## src/pinmux_core_pkg.sv

```systemverilog
// Block codes, bus widths, register word indices, shared types and byte-write helper
package pinmux_core_pkg;

   // --------------------------------------------------
   // Register bus geometry
   // --------------------------------------------------
   localparam int REG_ADDR_W  = 11;
   localparam int REG_DATA_W  = 32;
   localparam int BE_W        = REG_DATA_W / 8;
   localparam int BLK_SEL_W   = 4;
   localparam int WORD_ADDR_W = 5;

   // Block codes in address bits 10 to 7
   localparam logic [BLK_SEL_W-1:0] SEL_GPIO  = 4'd1;
   localparam logic [BLK_SEL_W-1:0] SEL_TIMER = 4'd3;
   localparam logic [BLK_SEL_W-1:0] SEL_SEMA  = 4'd4;

   // --------------------------------------------------
   // GPIO and pads
   // --------------------------------------------------
   localparam int GPIO_W = 16;

   localparam logic [WORD_ADDR_W-1:0] GPIO_DIR      = 5'd0;
   localparam logic [WORD_ADDR_W-1:0] GPIO_OUT      = 5'd1;
   localparam logic [WORD_ADDR_W-1:0] GPIO_IN       = 5'd2;
   localparam logic [WORD_ADDR_W-1:0] GPIO_INT_STAT = 5'd3;
   localparam logic [WORD_ADDR_W-1:0] GPIO_INT_MASK = 5'd4;
   localparam logic [WORD_ADDR_W-1:0] GPIO_FUNC     = 5'd5;

   // UART pins when the multi-function bit is on
   localparam int UART_RX_PAD = 0;
   localparam int UART_TX_PAD = 1;

   // --------------------------------------------------
   // Timer and semaphore
   // --------------------------------------------------
   localparam logic [WORD_ADDR_W-1:0] TMR_CTRL  = 5'd0;
   localparam logic [WORD_ADDR_W-1:0] TMR_LOAD  = 5'd1;
   localparam logic [WORD_ADDR_W-1:0] TMR_VALUE = 5'd2;
   localparam logic [WORD_ADDR_W-1:0] TMR_STAT  = 5'd3;

   localparam int TICK_DIV = 8;
   localparam int TICK_W   = $clog2(TICK_DIV);
   localparam int TMR_W    = 16;

   // Locks sit at words 0 to 14, status word right above them
   localparam int SEMA_N = 15;
   localparam logic [WORD_ADDR_W-1:0] SEMA_STAT = WORD_ADDR_W'(SEMA_N);

   typedef logic [REG_DATA_W-1:0] reg_data_t;
   typedef logic [GPIO_W-1:0]     gpio_vec_t;
   // Bit 0 GPIO, bit 1 timer
   typedef logic [1:0]            irq_vec_t;

   // Merge the low half of a bus word into a 16-bit register by byte enable
   function automatic logic [15:0] be_merge16(input logic [15:0] old_v,
                                              input reg_data_t   wdata,
                                              input logic [BE_W-1:0] be);
      logic [15:0] mask;
      mask = {{8{be[1]}}, {8{be[0]}}};
      return (old_v & ~mask) | (wdata[15:0] & mask);
   endfunction

endpackage

```

## src/reg_bus_if.sv

```systemverilog
// Register bus interface for one block, with decoder and block modports
`timescale 1ns/1ps

interface reg_bus_if;
   import pinmux_core_pkg::*;

   // Request side, driven by the decoder
   logic                   cs;
   logic                   wr;
   logic [WORD_ADDR_W-1:0] addr;
   reg_data_t              wdata;
   logic [BE_W-1:0]        be;

   // Response side, one-cycle ack with data
   reg_data_t              rdata;
   logic                   ack;

   modport decoder (
      output cs, wr, addr, wdata, be,
      input  rdata, ack
   );

   modport block (
      input  cs, wr, addr, wdata, be,
      output rdata, ack
   );

endinterface

```

## src/reg_blk_decode.sv

```systemverilog
// Block select latch, per-block chip select decode, unmapped ack and read response mux
`timescale 1ns/1ps

module reg_blk_decode (
   input  logic                                   mclk,
   input  logic                                   s_reset_ssn,
   input  logic                                   reg_cs_i,
   input  logic                                   reg_wr_i,
   input  logic [pinmux_core_pkg::REG_ADDR_W-1:0] reg_addr_i,
   input  pinmux_core_pkg::reg_data_t             reg_wdata_i,
   input  logic [pinmux_core_pkg::BE_W-1:0]       reg_be_i,
   output pinmux_core_pkg::reg_data_t             reg_rdata_o,
   output logic                                   reg_ack_o,
   reg_bus_if.decoder                             gpio_bus,
   reg_bus_if.decoder                             tmr_bus,
   reg_bus_if.decoder                             sema_bus
);
   import pinmux_core_pkg::*;

   logic [BLK_SEL_W-1:0]   blk_code;
   logic [BLK_SEL_W-1:0]   blk_sel_q;
   logic [WORD_ADDR_W-1:0] word_addr;
   logic                   unmapped;
   logic                   unmap_ack_q;

   // Block code from bits 10 to 7, word index from bits 6 to 2
   assign blk_code  = reg_addr_i[REG_ADDR_W-1 -: BLK_SEL_W];
   assign word_addr = reg_addr_i[WORD_ADDR_W+1:2];
   assign unmapped  = !(blk_code inside {SEL_GPIO, SEL_TIMER, SEL_SEMA});

   // --------------------------------------------------
   // Request fan-out
   // --------------------------------------------------
   assign gpio_bus.cs    = reg_cs_i && (blk_code == SEL_GPIO);
   assign gpio_bus.wr    = reg_wr_i;
   assign gpio_bus.addr  = word_addr;
   assign gpio_bus.wdata = reg_wdata_i;
   assign gpio_bus.be    = reg_be_i;

   assign tmr_bus.cs     = reg_cs_i && (blk_code == SEL_TIMER);
   assign tmr_bus.wr     = reg_wr_i;
   assign tmr_bus.addr   = word_addr;
   assign tmr_bus.wdata  = reg_wdata_i;
   assign tmr_bus.be     = reg_be_i;

   assign sema_bus.cs    = reg_cs_i && (blk_code == SEL_SEMA);
   assign sema_bus.wr    = reg_wr_i;
   assign sema_bus.addr  = word_addr;
   assign sema_bus.wdata = reg_wdata_i;
   assign sema_bus.be    = reg_be_i;

   // Latched code steers the response while the access is open
   always_ff @(posedge mclk or negedge s_reset_ssn) begin
      if (!s_reset_ssn) begin
         blk_sel_q   <= '0;
         unmap_ack_q <= 1'b0;
      end else begin
         if (reg_cs_i) begin
            blk_sel_q <= blk_code;
         end
         // Same latency as a block, single pulse on held cs
         unmap_ack_q <= reg_cs_i && unmapped && !unmap_ack_q;
      end
   end

   // --------------------------------------------------
   // Response mux
   // --------------------------------------------------
   always_comb begin
      case (blk_sel_q)
         SEL_GPIO: begin
            reg_rdata_o = gpio_bus.rdata;
            reg_ack_o   = gpio_bus.ack;
         end
         SEL_TIMER: begin
            reg_rdata_o = tmr_bus.rdata;
            reg_ack_o   = tmr_bus.ack;
         end
         SEL_SEMA: begin
            reg_rdata_o = sema_bus.rdata;
            reg_ack_o   = sema_bus.ack;
         end
         default: begin
            // Unmapped space reads as zero
            reg_rdata_o = '0;
            reg_ack_o   = unmap_ack_q;
         end
      endcase
   end

endmodule

```

## src/gpio_reg.sv

```systemverilog
// GPIO direction, output, input, edge interrupt and function select registers
`timescale 1ns/1ps

module gpio_reg (
   input  logic                       mclk,
   input  logic                       s_reset_ssn,
   reg_bus_if.block                   bus,
   input  pinmux_core_pkg::gpio_vec_t pad_gpio_in_i,
   output pinmux_core_pkg::gpio_vec_t gpio_out_o,
   output pinmux_core_pkg::gpio_vec_t gpio_dir_o,
   output logic                       uart_func_en_o,
   output logic                       gpio_intr_o
);
   import pinmux_core_pkg::*;

   gpio_vec_t int_stat_q;
   gpio_vec_t int_mask_q;
   gpio_vec_t in_prev_q;
   gpio_vec_t rise;
   gpio_vec_t stat_clr;
   logic      wr_en;
   logic      rd_en;

   // One access per cs, ack low gates the side effect
   assign wr_en = bus.cs && bus.wr && !bus.ack;
   assign rd_en = bus.cs && !bus.wr && !bus.ack;

   // Rising edges of the synchronised input
   assign rise = pad_gpio_in_i & ~in_prev_q;

   // Write-one-to-clear, only on enabled bytes
   assign stat_clr = (wr_en && bus.addr == GPIO_INT_STAT) ?
                     be_merge16('0, bus.wdata, bus.be) : '0;

   always_ff @(posedge mclk or negedge s_reset_ssn) begin
      if (!s_reset_ssn) begin
         bus.ack        <= 1'b0;
         gpio_dir_o     <= '0;
         gpio_out_o     <= '0;
         int_mask_q     <= '0;
         uart_func_en_o <= 1'b0;
         int_stat_q     <= '0;
         in_prev_q      <= '0;
      end else begin
         bus.ack   <= bus.cs && !bus.ack;
         in_prev_q <= pad_gpio_in_i;
         // Edge set wins over a clear in the same cycle
         int_stat_q <= (int_stat_q & ~stat_clr) | rise;
         if (wr_en) begin
            case (bus.addr)
               GPIO_DIR:      gpio_dir_o <= be_merge16(gpio_dir_o, bus.wdata, bus.be);
               GPIO_OUT:      gpio_out_o <= be_merge16(gpio_out_o, bus.wdata, bus.be);
               GPIO_INT_MASK: int_mask_q <= be_merge16(int_mask_q, bus.wdata, bus.be);
               GPIO_FUNC: begin
                  if (bus.be[0]) begin
                     uart_func_en_o <= bus.wdata[0];
                  end
               end
               default: ;
            endcase
         end
      end
   end

   // --------------------------------------------------
   // Read data, captured with the ack
   // --------------------------------------------------
   always_ff @(posedge mclk) begin
      if (rd_en) begin
         case (bus.addr)
            GPIO_DIR:      bus.rdata <= reg_data_t'(gpio_dir_o);
            GPIO_OUT:      bus.rdata <= reg_data_t'(gpio_out_o);
            GPIO_IN:       bus.rdata <= reg_data_t'(pad_gpio_in_i);
            GPIO_INT_STAT: bus.rdata <= reg_data_t'(int_stat_q);
            GPIO_INT_MASK: bus.rdata <= reg_data_t'(int_mask_q);
            GPIO_FUNC:     bus.rdata <= reg_data_t'(uart_func_en_o);
            default:       bus.rdata <= '0;
         endcase
      end
   end

   // Level interrupt from any unmasked status bit
   assign gpio_intr_o = |(int_stat_q & int_mask_q);

endmodule

```

## src/timer_reg.sv

```systemverilog
// Tick prescaler, one-shot down-counter and timer control registers
`timescale 1ns/1ps

module timer_reg (
   input  logic     mclk,
   input  logic     s_reset_ssn,
   reg_bus_if.block bus,
   output logic     timer_intr_o
);
   import pinmux_core_pkg::*;

   logic [TICK_W-1:0] presc_q;
   logic              tick;
   logic              tmr_en_q;
   logic [TMR_W-1:0]  load_q;
   logic [TMR_W-1:0]  count_q;
   logic              hit;
   logic              wr_en;
   logic              rd_en;

   assign wr_en = bus.cs && bus.wr && !bus.ack;
   assign rd_en = bus.cs && !bus.wr && !bus.ack;

   // --------------------------------------------------
   // Prescaler
   // --------------------------------------------------
   assign tick = (presc_q == TICK_W'(TICK_DIV - 1));

   always_ff @(posedge mclk or negedge s_reset_ssn) begin
      if (!s_reset_ssn) begin
         presc_q <= '0;
      end else if (tick) begin
         presc_q <= '0;
      end else begin
         presc_q <= presc_q + 1'b1;
      end
   end

   // Last tick before zero
   assign hit = tmr_en_q && tick && (count_q == TMR_W'(1));

   always_ff @(posedge mclk or negedge s_reset_ssn) begin
      if (!s_reset_ssn) begin
         bus.ack      <= 1'b0;
         tmr_en_q     <= 1'b0;
         load_q       <= '0;
         count_q      <= '0;
         timer_intr_o <= 1'b0;
      end else begin
         bus.ack <= bus.cs && !bus.ack;
         if (tmr_en_q && tick && count_q != '0) begin
            count_q <= count_q - 1'b1;
         end
         // One-shot, stops itself at zero
         if (hit) begin
            tmr_en_q <= 1'b0;
         end
         if (wr_en) begin
            case (bus.addr)
               TMR_CTRL: begin
                  if (bus.be[0]) begin
                     tmr_en_q <= bus.wdata[0];
                  end
               end
               TMR_LOAD: begin
                  // Counter restarts from the new load value
                  load_q  <= be_merge16(load_q, bus.wdata, bus.be);
                  count_q <= be_merge16(load_q, bus.wdata, bus.be);
               end
               TMR_STAT: begin
                  if (bus.be[0] && bus.wdata[0]) begin
                     timer_intr_o <= 1'b0;
                  end
               end
               default: ;
            endcase
         end
         // Status set beats a clear
         if (hit) begin
            timer_intr_o <= 1'b1;
         end
      end
   end

   always_ff @(posedge mclk) begin
      if (rd_en) begin
         case (bus.addr)
            TMR_CTRL:  bus.rdata <= reg_data_t'(tmr_en_q);
            TMR_LOAD:  bus.rdata <= reg_data_t'(load_q);
            TMR_VALUE: bus.rdata <= reg_data_t'(count_q);
            TMR_STAT:  bus.rdata <= reg_data_t'(timer_intr_o);
            default:   bus.rdata <= '0;
         endcase
      end
   end

endmodule

```

## src/semaphore_reg.sv

```systemverilog
// Fifteen hardware locks, taken by read and released by write, with status word
`timescale 1ns/1ps

module semaphore_reg (
   input  logic     mclk,
   input  logic     s_reset_ssn,
   reg_bus_if.block bus
);
   import pinmux_core_pkg::*;

   logic [SEMA_N-1:0]         lock_q;
   logic [$clog2(SEMA_N)-1:0] lock_idx;
   logic                      lock_hit;
   logic                      access;

   assign access   = bus.cs && !bus.ack;
   assign lock_idx = bus.addr[$clog2(SEMA_N)-1:0];
   // Words 0 to 14 are locks
   assign lock_hit = (bus.addr < SEMA_STAT);

   always_ff @(posedge mclk or negedge s_reset_ssn) begin
      if (!s_reset_ssn) begin
         bus.ack <= 1'b0;
         lock_q  <= '0;
      end else begin
         bus.ack <= bus.cs && !bus.ack;
         if (access && lock_hit) begin
            // Read takes the lock, write frees it, data ignored
            lock_q[lock_idx] <= !bus.wr;
         end
      end
   end

   // --------------------------------------------------
   // Read returns 1 only to the taker
   // --------------------------------------------------
   always_ff @(posedge mclk) begin
      if (access) begin
         if (!bus.wr && lock_hit) begin
            bus.rdata <= reg_data_t'(!lock_q[lock_idx]);
         end else if (!bus.wr && bus.addr == SEMA_STAT) begin
            bus.rdata <= reg_data_t'(lock_q);
         end else begin
            bus.rdata <= '0;
         end
      end
   end

endmodule

```

## src/pad_mux.sv

```systemverilog
// Pad input synchroniser and GPIO or UART selection of pad output and enable
`timescale 1ns/1ps

module pad_mux (
   input  logic                       mclk,
   input  logic                       s_reset_ssn,
   input  pinmux_core_pkg::gpio_vec_t digital_io_in_i,
   output pinmux_core_pkg::gpio_vec_t digital_io_out_o,
   output pinmux_core_pkg::gpio_vec_t digital_io_oen_o,
   input  pinmux_core_pkg::gpio_vec_t gpio_out_i,
   input  pinmux_core_pkg::gpio_vec_t gpio_dir_i,
   input  logic                       uart_func_en_i,
   input  logic                       uart_txd_i,
   output pinmux_core_pkg::gpio_vec_t pad_gpio_in_o,
   output logic                       uart_rxd_o
);
   import pinmux_core_pkg::*;

   gpio_vec_t sync_q1;

   // Two-flop synchroniser on every pad
   always_ff @(posedge mclk or negedge s_reset_ssn) begin
      if (!s_reset_ssn) begin
         sync_q1       <= '0;
         pad_gpio_in_o <= '0;
      end else begin
         sync_q1       <= digital_io_in_i;
         pad_gpio_in_o <= sync_q1;
      end
   end

   // --------------------------------------------------
   // Output and enable, enable is active low
   // --------------------------------------------------
   always_comb begin
      digital_io_out_o = gpio_out_i;
      digital_io_oen_o = ~gpio_dir_i;
      if (uart_func_en_i) begin
         digital_io_out_o[UART_TX_PAD] = uart_txd_i;
         digital_io_oen_o[UART_TX_PAD] = 1'b0;
         // RX pad never drives
         digital_io_out_o[UART_RX_PAD] = 1'b0;
         digital_io_oen_o[UART_RX_PAD] = 1'b1;
      end
   end

   // Line idles high while the function is off
   assign uart_rxd_o = uart_func_en_i ? pad_gpio_in_o[UART_RX_PAD] : 1'b1;

endmodule

```

## src/pinmux_core_top.sv

```systemverilog
// Top level with register decoder, GPIO, timer, semaphore and pad multiplexer
`timescale 1ns/1ps

module pinmux_core_top (
   input  logic                                   mclk,
   input  logic                                   s_reset_ssn,
   // Register bus
   input  logic                                   reg_cs_i,
   input  logic                                   reg_wr_i,
   input  logic [pinmux_core_pkg::REG_ADDR_W-1:0] reg_addr_i,
   input  pinmux_core_pkg::reg_data_t             reg_wdata_i,
   input  logic [pinmux_core_pkg::BE_W-1:0]       reg_be_i,
   output pinmux_core_pkg::reg_data_t             reg_rdata_o,
   output logic                                   reg_ack_o,
   // Interrupts
   output pinmux_core_pkg::irq_vec_t              irq_lines_o,
   // Pads and UART
   input  pinmux_core_pkg::gpio_vec_t             digital_io_in_i,
   output pinmux_core_pkg::gpio_vec_t             digital_io_out_o,
   output pinmux_core_pkg::gpio_vec_t             digital_io_oen_o,
   input  logic                                   uart_txd_i,
   output logic                                   uart_rxd_o
);
   import pinmux_core_pkg::*;

   gpio_vec_t gpio_out;
   gpio_vec_t gpio_dir;
   gpio_vec_t pad_gpio_in;
   logic      uart_func_en;

   reg_bus_if gpio_bus ();
   reg_bus_if tmr_bus ();
   reg_bus_if sema_bus ();

   // --------------------------------------------------
   // Register space
   // --------------------------------------------------
   reg_blk_decode reg_blk_decode_inst (
      .mclk        (mclk),
      .s_reset_ssn (s_reset_ssn),
      .reg_cs_i    (reg_cs_i),
      .reg_wr_i    (reg_wr_i),
      .reg_addr_i  (reg_addr_i),
      .reg_wdata_i (reg_wdata_i),
      .reg_be_i    (reg_be_i),
      .reg_rdata_o (reg_rdata_o),
      .reg_ack_o   (reg_ack_o),
      .gpio_bus    (gpio_bus.decoder),
      .tmr_bus     (tmr_bus.decoder),
      .sema_bus    (sema_bus.decoder)
   );

   gpio_reg gpio_reg_inst (
      .mclk           (mclk),
      .s_reset_ssn    (s_reset_ssn),
      .bus            (gpio_bus.block),
      .pad_gpio_in_i  (pad_gpio_in),
      .gpio_out_o     (gpio_out),
      .gpio_dir_o     (gpio_dir),
      .uart_func_en_o (uart_func_en),
      .gpio_intr_o    (irq_lines_o[0])
   );

   timer_reg timer_reg_inst (
      .mclk         (mclk),
      .s_reset_ssn  (s_reset_ssn),
      .bus          (tmr_bus.block),
      .timer_intr_o (irq_lines_o[1])
   );

   semaphore_reg semaphore_reg_inst (
      .mclk        (mclk),
      .s_reset_ssn (s_reset_ssn),
      .bus         (sema_bus.block)
   );

   // Pads
   pad_mux pad_mux_inst (
      .mclk             (mclk),
      .s_reset_ssn      (s_reset_ssn),
      .digital_io_in_i  (digital_io_in_i),
      .digital_io_out_o (digital_io_out_o),
      .digital_io_oen_o (digital_io_oen_o),
      .gpio_out_i       (gpio_out),
      .gpio_dir_i       (gpio_dir),
      .uart_func_en_i   (uart_func_en),
      .uart_txd_i       (uart_txd_i),
      .pad_gpio_in_o    (pad_gpio_in),
      .uart_rxd_o       (uart_rxd_o)
   );

endmodule

```

## config.mk

```make
export PLATFORM = sky130hd
export DESIGN_NAME = pinmux_core_top
export DESIGN_NICKNAME = d
export VERILOG_FILES = /design/src/pinmux_core_pkg.sv /design/src/reg_bus_if.sv /design/src/reg_blk_decode.sv /design/src/gpio_reg.sv /design/src/timer_reg.sv /design/src/semaphore_reg.sv /design/src/pad_mux.sv /design/src/pinmux_core_top.sv
export SDC_FILE = /design/constraint.sdc
export NUM_CORES = 1
export LEC_CHECK = 0
export ABC_AREA = 1
export BUFFER_PORTS_ARGS = -buffer_cell sky130_fd_sc_hd__buf_2
export CAP_MARGIN = 20
export CORE_MARGIN = 2
export CORE_UTILIZATION = 60
export CTS_CLUSTER_DIAMETER = 30
export CTS_CLUSTER_SIZE = 14
export DETAILED_ROUTE_END_ITERATION = 7
export PLACE_DENSITY = 0.84
export SYNTH_ARGS = -nofsm -noshare
export SYNTH_HDL_FRONTEND = slang
export SYNTH_SLANG_ARGS = --single-unit
```

## constraint.sdc

```tcl
create_clock -name mclk -period 4.05 [get_ports mclk]
set_clock_uncertainty 0.15 [all_clocks]
set_input_delay 1.0125 -clock mclk [delete_from_list [all_inputs] [get_ports mclk]]
set_output_delay 1.0125 -clock mclk [all_outputs]
set_load 0.01 [all_outputs]
```

==> results_dict.tcl, run 1 <==
set metrics [dict create \
    ff_latch_area_um2 5740 \
    critPathCaptureType "output port" \
    vias_per_cell 5.69 \
    setup_ws_ns 1.04 \
    p_leak_nw 5.57 \
    drcViolationCount 0 \
    min_path_type "reg2reg" \
    synth_flop_cell "dfrtp_1" \
    synthToLayoutAreaGrowth_pct 18.1 \
    vias 8233 \
    r2r-end "timer_reg_inst.count_q[13]" \
    die-area_um2 17600 \
    synth_fa_ha_area_share_pct 0.631 \
    cp.arrival_ns 1.85 \
    grt_max_degree 86 \
    synthMuxAreaShare_pct 0 \
    drive_above_1_share_pct 16.9 \
    place_congestion 0.976 \
    synthTopCellsByArea "dfrtp_1 44%, edfxtp_1 14%, nand2_1 11%" \
    setup-tns-final_ns 0 \
    r2r-start "timer_reg_inst.count_q[0]" \
    power_density_nw_per_um2 492 \
    place_worst_setup_slack_ns 1.00 \
    relSlewSlack_pct 47.4 \
    cts_setup_buffers 0 \
    hold_buffers 0 \
    synth.avg_cell_area_um2 9.07 \
    fillerInstances 1182 \
    grtUsageTotal_pct 30.2 \
    post_cts_resized 0 \
    synth-simple-area-share_pct 20.3 \
    cp_max_fo 3 \
    drtAntennaViolNets 0 \
    drt_first_iter_violations 820 \
    dp.cells 1377 \
    clkLatencyLatePin_ns 0.52 \
    grt_remaining_overflow 0 \
    numCtsBuffers 40 \
    outcome "finished, final reports clean" \
    dp.final_hpwl_um 17400 \
    cts.htree.levels 2 \
    netlist.area_leader.share_pct 43.6 \
    rrSetupSlack_ns 1.90 \
    grt_pass1_vias 8126 \
    cp.required_ns 2.89 \
    setup_viol 0 \
    finalHoldViolCount 0 \
    core_um2 16300 \
    synth_xor_area_share_pct 0.0883 \
    synth_cell_types 40 \
    initial_core_util_pct 60.7 \
    die_x_um 133 \
    period_minus_slack_ns 3.01 \
    min_to "pad_mux_inst.pad_gpio_in_o[15]" \
    antenna_found_initial 0 \
    dr.pass1.iters 6 \
    cts_tree "done" \
    multi_input_area_um2 3330 \
    worst-setup-path-type "reg2out" \
    clockRootBuffer "clkbuf_16" \
    ys_seq_elements 220 \
    yosys.area.top_type "dfrtp_1" \
    ys_warn_count 0 \
    setup.worst_path.start_class "flop" \
    rows 47 \
    path_clk_slew_ns 0.05 \
    synth_top_family_by_area "simple AND/OR/NAND/NOR gates" \
    io_pins 136 \
    whs_ns 0.193 \
    rsz0062_at_grt "false" \
    worst_slew_pin_slew_ns 0.787 \
    slew_viol_final 0 \
    nets 1272 \
    timing.final.crit_share_pct 74.4 \
    cts_num_sinks 220 \
    post_drt_wl_per_cell_um 17.9 \
    drv_cap 0 \
    async_reset_ff_share_pct 78.6 \
    finalNonFillerCells 1447 \
    synth_cells 1094 \
    routed_wl_um 25900 \
    grt_pass1_wl_um 41800 \
    synth_seq_area_share_pct 57.9 \
    hp-start "pad_mux_inst.sync_q1[15]" \
    die_y_um 133 \
    holdPathStages 0 \
    synth_area_um2 9920 \
    worst_ir_drop_vdd_mv 0.398 \
    port_buffers 99 \
    max_freq_mhz 332 \
    cts_buffer_depth 3 \
    r2r_cells 8 \
    synth-edff-count 47 \
    antenna_cells 0 \
    synth-compound-area-share_pct 12.0 \
]
[worst max-delay path: stages (launching register included)]
cell,delay (ns)
dfrtp_1,0.40
a22o_1,0.23
a221oi_1,0.35
nand3_1,0.17
buf_2,0.18
[logic make-up after synthesis]
| family | Yosys count |
|---|---|
| XOR/XNOR | 1 |
| AO/OA/AOI/OAI | 221 |
| buffers and inverters | 189 |
| AND/OR/NAND/NOR | 457 |
| flip-flops | 220 |
| other | 1 |
| adder cells (fa/ha/maj) | 5 |
[routing by layer]
layer,vias to the layer above,GRT usage (%),part of all wire (%),wire length [um]
met5,-,0,0,0
met1,3942,40.9,40,10400
met3,70,4.98,8.2,2140
li1,3756,-,-,-
met4,0,12.2,3.1,799
met2,465,49.2,49,12600
[placed cells by master, fill, tap and decap left out, types with 7 or more instances in the layout]
| cell | n |
|---|---|
| o22ai_1 | 15 |
| nand3_1 | 41 |
| nand2_1 | 294 |
| o211ai_1 | 16 |
| a21oi_1 | 30 |
| o21ai_1 | 90 |
| nor2_1 | 79 |
| conb_1 | 16 |
| clkbuf_16 | 41 |
| o21ai_0 | 64 |
| dfrtp_1 | 173 |
| clkinv_2 | 7 |
| buf_4 | 10 |
| buf_2 | 98 |
| nand4_1 | 16 |
| edfxtp_1 | 47 |
| inv_1 | 118 |
[stage by stage]
stage / cell area (um2) / utilization [%] / power [mW]
3_3_place_gp: 10400 / 63.8 / 2.64
5_1_grt: 11700 / 71.6 / 5.93
2_1_floorplan: 9980 / - / 2.52
3_5_place_dp: 10400 / 63.8 / 2.65
4_1_cts: 11700 / 71.6 / 5.79
6_report: 11700 / 71.6 / 5.76
[power breakdown]
group          switching, mW  internal, mW  total [mW]
registers             0.0259          2.31        2.34
logic                  0.203        0.0762       0.280
clock network           1.11          2.04        3.15
total                   1.34          4.43        5.76
[layout make-up]
| class | count | area share, % |
|---|---|---|
| Clock buffer | 49 | 9.27 |
| Clock inverter | 21 | 1.69 |
| Inverter | 127 | 4.15 |
| Multi-Input combinational cell | 700 | 28.4 |
| Sequential cell | 220 | 49.0 |
| Tap cell | 220 | 2.35 |
| Timing Repair Buffer | 110 | 5.10 |
[cells in the mapped netlist (2+ instances only)]
| cell | number |
|---|---|
| buf_2 | 10 |
| nand3_1 | 41 |
| dfrtp_1 | 173 |
| nor2_2 | 5 |
| nand3_4 | 6 |
| inv_2 | 6 |
| nor3_1 | 3 |
| o211ai_1 | 16 |
| nand2_4 | 3 |
| nor2_1 | 79 |
| a21oi_1 | 30 |
| o21ai_1 | 90 |
| nand2_2 | 2 |
| a22o_1 | 2 |
| o21ai_0 | 64 |
| a221oi_1 | 2 |
| nor2_4 | 2 |
| nand2_1 | 294 |
| clkbuf_1 | 10 |
| buf_6 | 6 |
| ha_1 | 5 |
| o22ai_1 | 15 |
| buf_4 | 35 |
| nand4_1 | 16 |
| edfxtp_1 | 47 |
| inv_1 | 118 |
[worst max path at each step]
stage	startpoint	end	slack, ns	cells past startpoint
global placement	reg_addr_i[5]	gpio_reg_inst.bus.rdata[12]	1.06	8
CTS	reg_blk_decode_inst.blk_sel_q[0]	reg_ack_o	1.04	5
detailed placement	reg_addr_i[5]	gpio_reg_inst.bus.rdata[8]	1.00	8
global route	reg_blk_decode_inst.blk_sel_q[2]	reg_rdata_o[1]	0.92	7
floorplan	reg_addr_i[10]	semaphore_reg_inst.lock_q[3]	1.35	8
finish	flop	irq_lines_o[0]	1.04	4
Note: power is estimated with default switching activity, not from simulation.
==> run 2, diff against run 1 <==
Settings changed: CORE_UTILIZATION 60 to 52, PLACE_DENSITY 0.84 to 0.77.
Clock period 4.05 ns to 2.7 ns, I/O delays scaled along.
==> run 2 against run 1 <==
Effect of this change: sequential power is 50% higher; wire length grew 1.6%; the run now ends with negative setup slack left; non-clock buffer count up 17; largest power group unchanged; critical path type unchanged; sequential share of layout area shrank 1.1 points; cell area is 2.4% higher.
==> results_dict.tcl, run 2 (synthesis results as in run 1) <==
set metrics [dict create \
    outcome "finished, violations left" \
    violations "negative setup slack" \
    p_total_mw 8.85 \
    r2r-end "timer_reg_inst.count_q[8]" \
    critical_path.startpoint "reg_blk_decode_inst.blk_sel_q[0]" \
    setup-tns-final_ns -0.00321 \
    critPathCaptureType "output port" \
    power_density_nw_per_um2 738 \
    port_buffers 99 \
    worst-setup-path-type "reg2out" \
    grt_max_degree 60 \
    core_um2 18700 \
    cp.arrival_ns 1.88 \
    nets 1287 \
    worst_ir_drop_vdd_mv 0.726 \
    r2r-start "timer_reg_inst.count_q[0]" \
    drtAntennaViolNets 0 \
    cts_tree "done" \
    grtUsageTotal_pct 26.1 \
    place_worst_setup_slack_ns 0.165 \
    wl_met3_um 2260 \
    clkLatencyLatePin_ns 0.52 \
    drcViolationCount 0 \
    p_leak_nw 5.70 \
    pwr-share-seq_pct 39.6 \
    relSlewSlack_pct 55.0 \
    mostFrequentLayoutCells "294 x nand2_1, 172 x dfrtp_1, 117 x inv_1, 98 x buf_2, 90 x o21ai_1" \
    vias_per_cell 5.52 \
    final_common_cell "nand2_1" \
    drive_above_1_share_pct 19.0 \
    cts_buffer_depth 3 \
    grt_remaining_overflow 0 \
    clockRootBuffer "clkbuf_16" \
    grt_pass1_wl_um 40700 \
    r2r_cells 11 \
    routed_wl_um 26400 \
    dp.final_hpwl_um 18100 \
    die-area_um2 20200 \
    whs_ns 0.106 \
    period_minus_slack_ns 2.70 \
    rrSetupSlack_ns 0.58 \
    numCtsBuffers 38 \
    top_layer "met4" \
    rows 50 \
    max_freq_mhz 370 \
    p_sw_share_pct 24.2 \
    finalHoldViolCount 0 \
    io_pins 136 \
    cp_max_fo 5 \
    rsz0062_at_grt "true" \
    vias 8153 \
    met1Wirelength_um 10800 \
    drv_cap 0 \
    min_to "pad_mux_inst.sync_q1[4]" \
    timing.final.crit_share_pct 100 \
    die_y_um 142 \
    slew_viol_final 0 \
    clock_power_share_pct 55.2 \
    hp-start "digital_io_in_i[4]" \
    min_path_type "in2reg" \
    setup_ws_ns -0.00321 \
    die_x_um 142 \
    path_clk_slew_ns 0.06 \
    setup.worst_path.start_class "flop" \
    post_drt_wl_per_cell_um 17.8 \
    worst_slew_pin_slew_ns 0.675 \
    initial_core_util_pct 53.0 \
    holdPathStages 1 \
    internal-power_mw 6.70 \
    setup_viol 1 \
    dr.pass1.iters 6 \
    p_sw_mw 2.15 \
    antenna_cells 0 \
    wl_met2_um 12600 \
    synthToLayoutAreaGrowth_pct 20.9 \
    cts_num_sinks 220 \
    cts.htree.levels 2 \
    cp.required_ns 1.88 \
    place_congestion 0.934 \
    pwr-share-comb_pct 5.2 \
    grt_pass1_vias 7675 \
    drt_first_iter_violations 699 \
    antenna_found_initial 0 \
]
-- run 2: changes by cell type in the layout (fill, tap and decap cells not counted), moves of 2 or more --
cell      before  now
inv_8          0    5
nor2_1        79   77
clkinv_2       7    4
buf_4         10   20
buf_6          1    5
clkbuf_1       5    0
nand3_1       41   39
inv_6          3    5
nor2_4         2    4
-- run 2: what timing repair did --
action / in CTS / in global routing
hold endpoints to repair: 1 / 0
setup endpoints to repair: 1 / 18
gates cloned: 0 / 4
pin swaps: 0 / 1
resized for setup: 1 / 23
buffers inserted: 0 / 1
hold buffers: 1 / 0
-- run 2: worst max-delay path by stage --
stage                                               to  slack, ns  cells after the start
final                                        reg_ack_o     -0.003                      6
after global routing                         reg_ack_o      -0.03                      6
after global placement     gpio_reg_inst.bus.rdata[13]       0.21                     10
after CTS                                    reg_ack_o       0.02                      5
after floorplan           semaphore_reg_inst.lock_q[3]       0.34                      8
after detailed placement   gpio_reg_inst.bus.rdata[13]       0.17                     10
-- run 2: area by class of cell --
type,count,area [um2]
clock inverter,26,264
fill,1480,6720
timing repair buffer,127,754
inverter,127,485
sequential,220,5740
multi-input combinational,700,3380
clock buffer,44,1070
tap,234,293
-- run 2: power groups by stage --
stage	sequential [mW]	combinational (mW)	clock (mW)
floorplan	3.55	0.239	0
global placement	3.55	0.420	0
global route	3.51	0.506	5.09
detailed placement	3.56	0.427	0
CTS	3.50	0.434	4.92
finish	3.51	0.457	4.88
-- run 2: layer usage --
metal | up-vias | GRT usage (%)
met4 | 0 | 8.47
met3 | 57 | 4.54
met1 | 3900 | 36.9
li1 | 3795 | -
met2 | 401 | 41.2
met5 | - | 0
-- run 2: critical path, stage by stage, from the launching register on --
cell,delay [ns]
dfrtp_2,0.44
nor4_4,0.26
buf_4,0.18
buf_6,0.14
nand3b_1,0.11
nand4_1,0.09
buf_2,0.15
-- run 2: metrics by stage --
step / cell area (um2) / utilization [%] / instances
floorplan: 9980 / - / 1109
global placement: 10500 / 56.3 / 1402
detailed placement: 10500 / 56.3 / 1402
CTS: 11900 / 63.6 / 1473
global route: 12000 / 64.1 / 1478
finish: 12000 / 64.1 / 1478
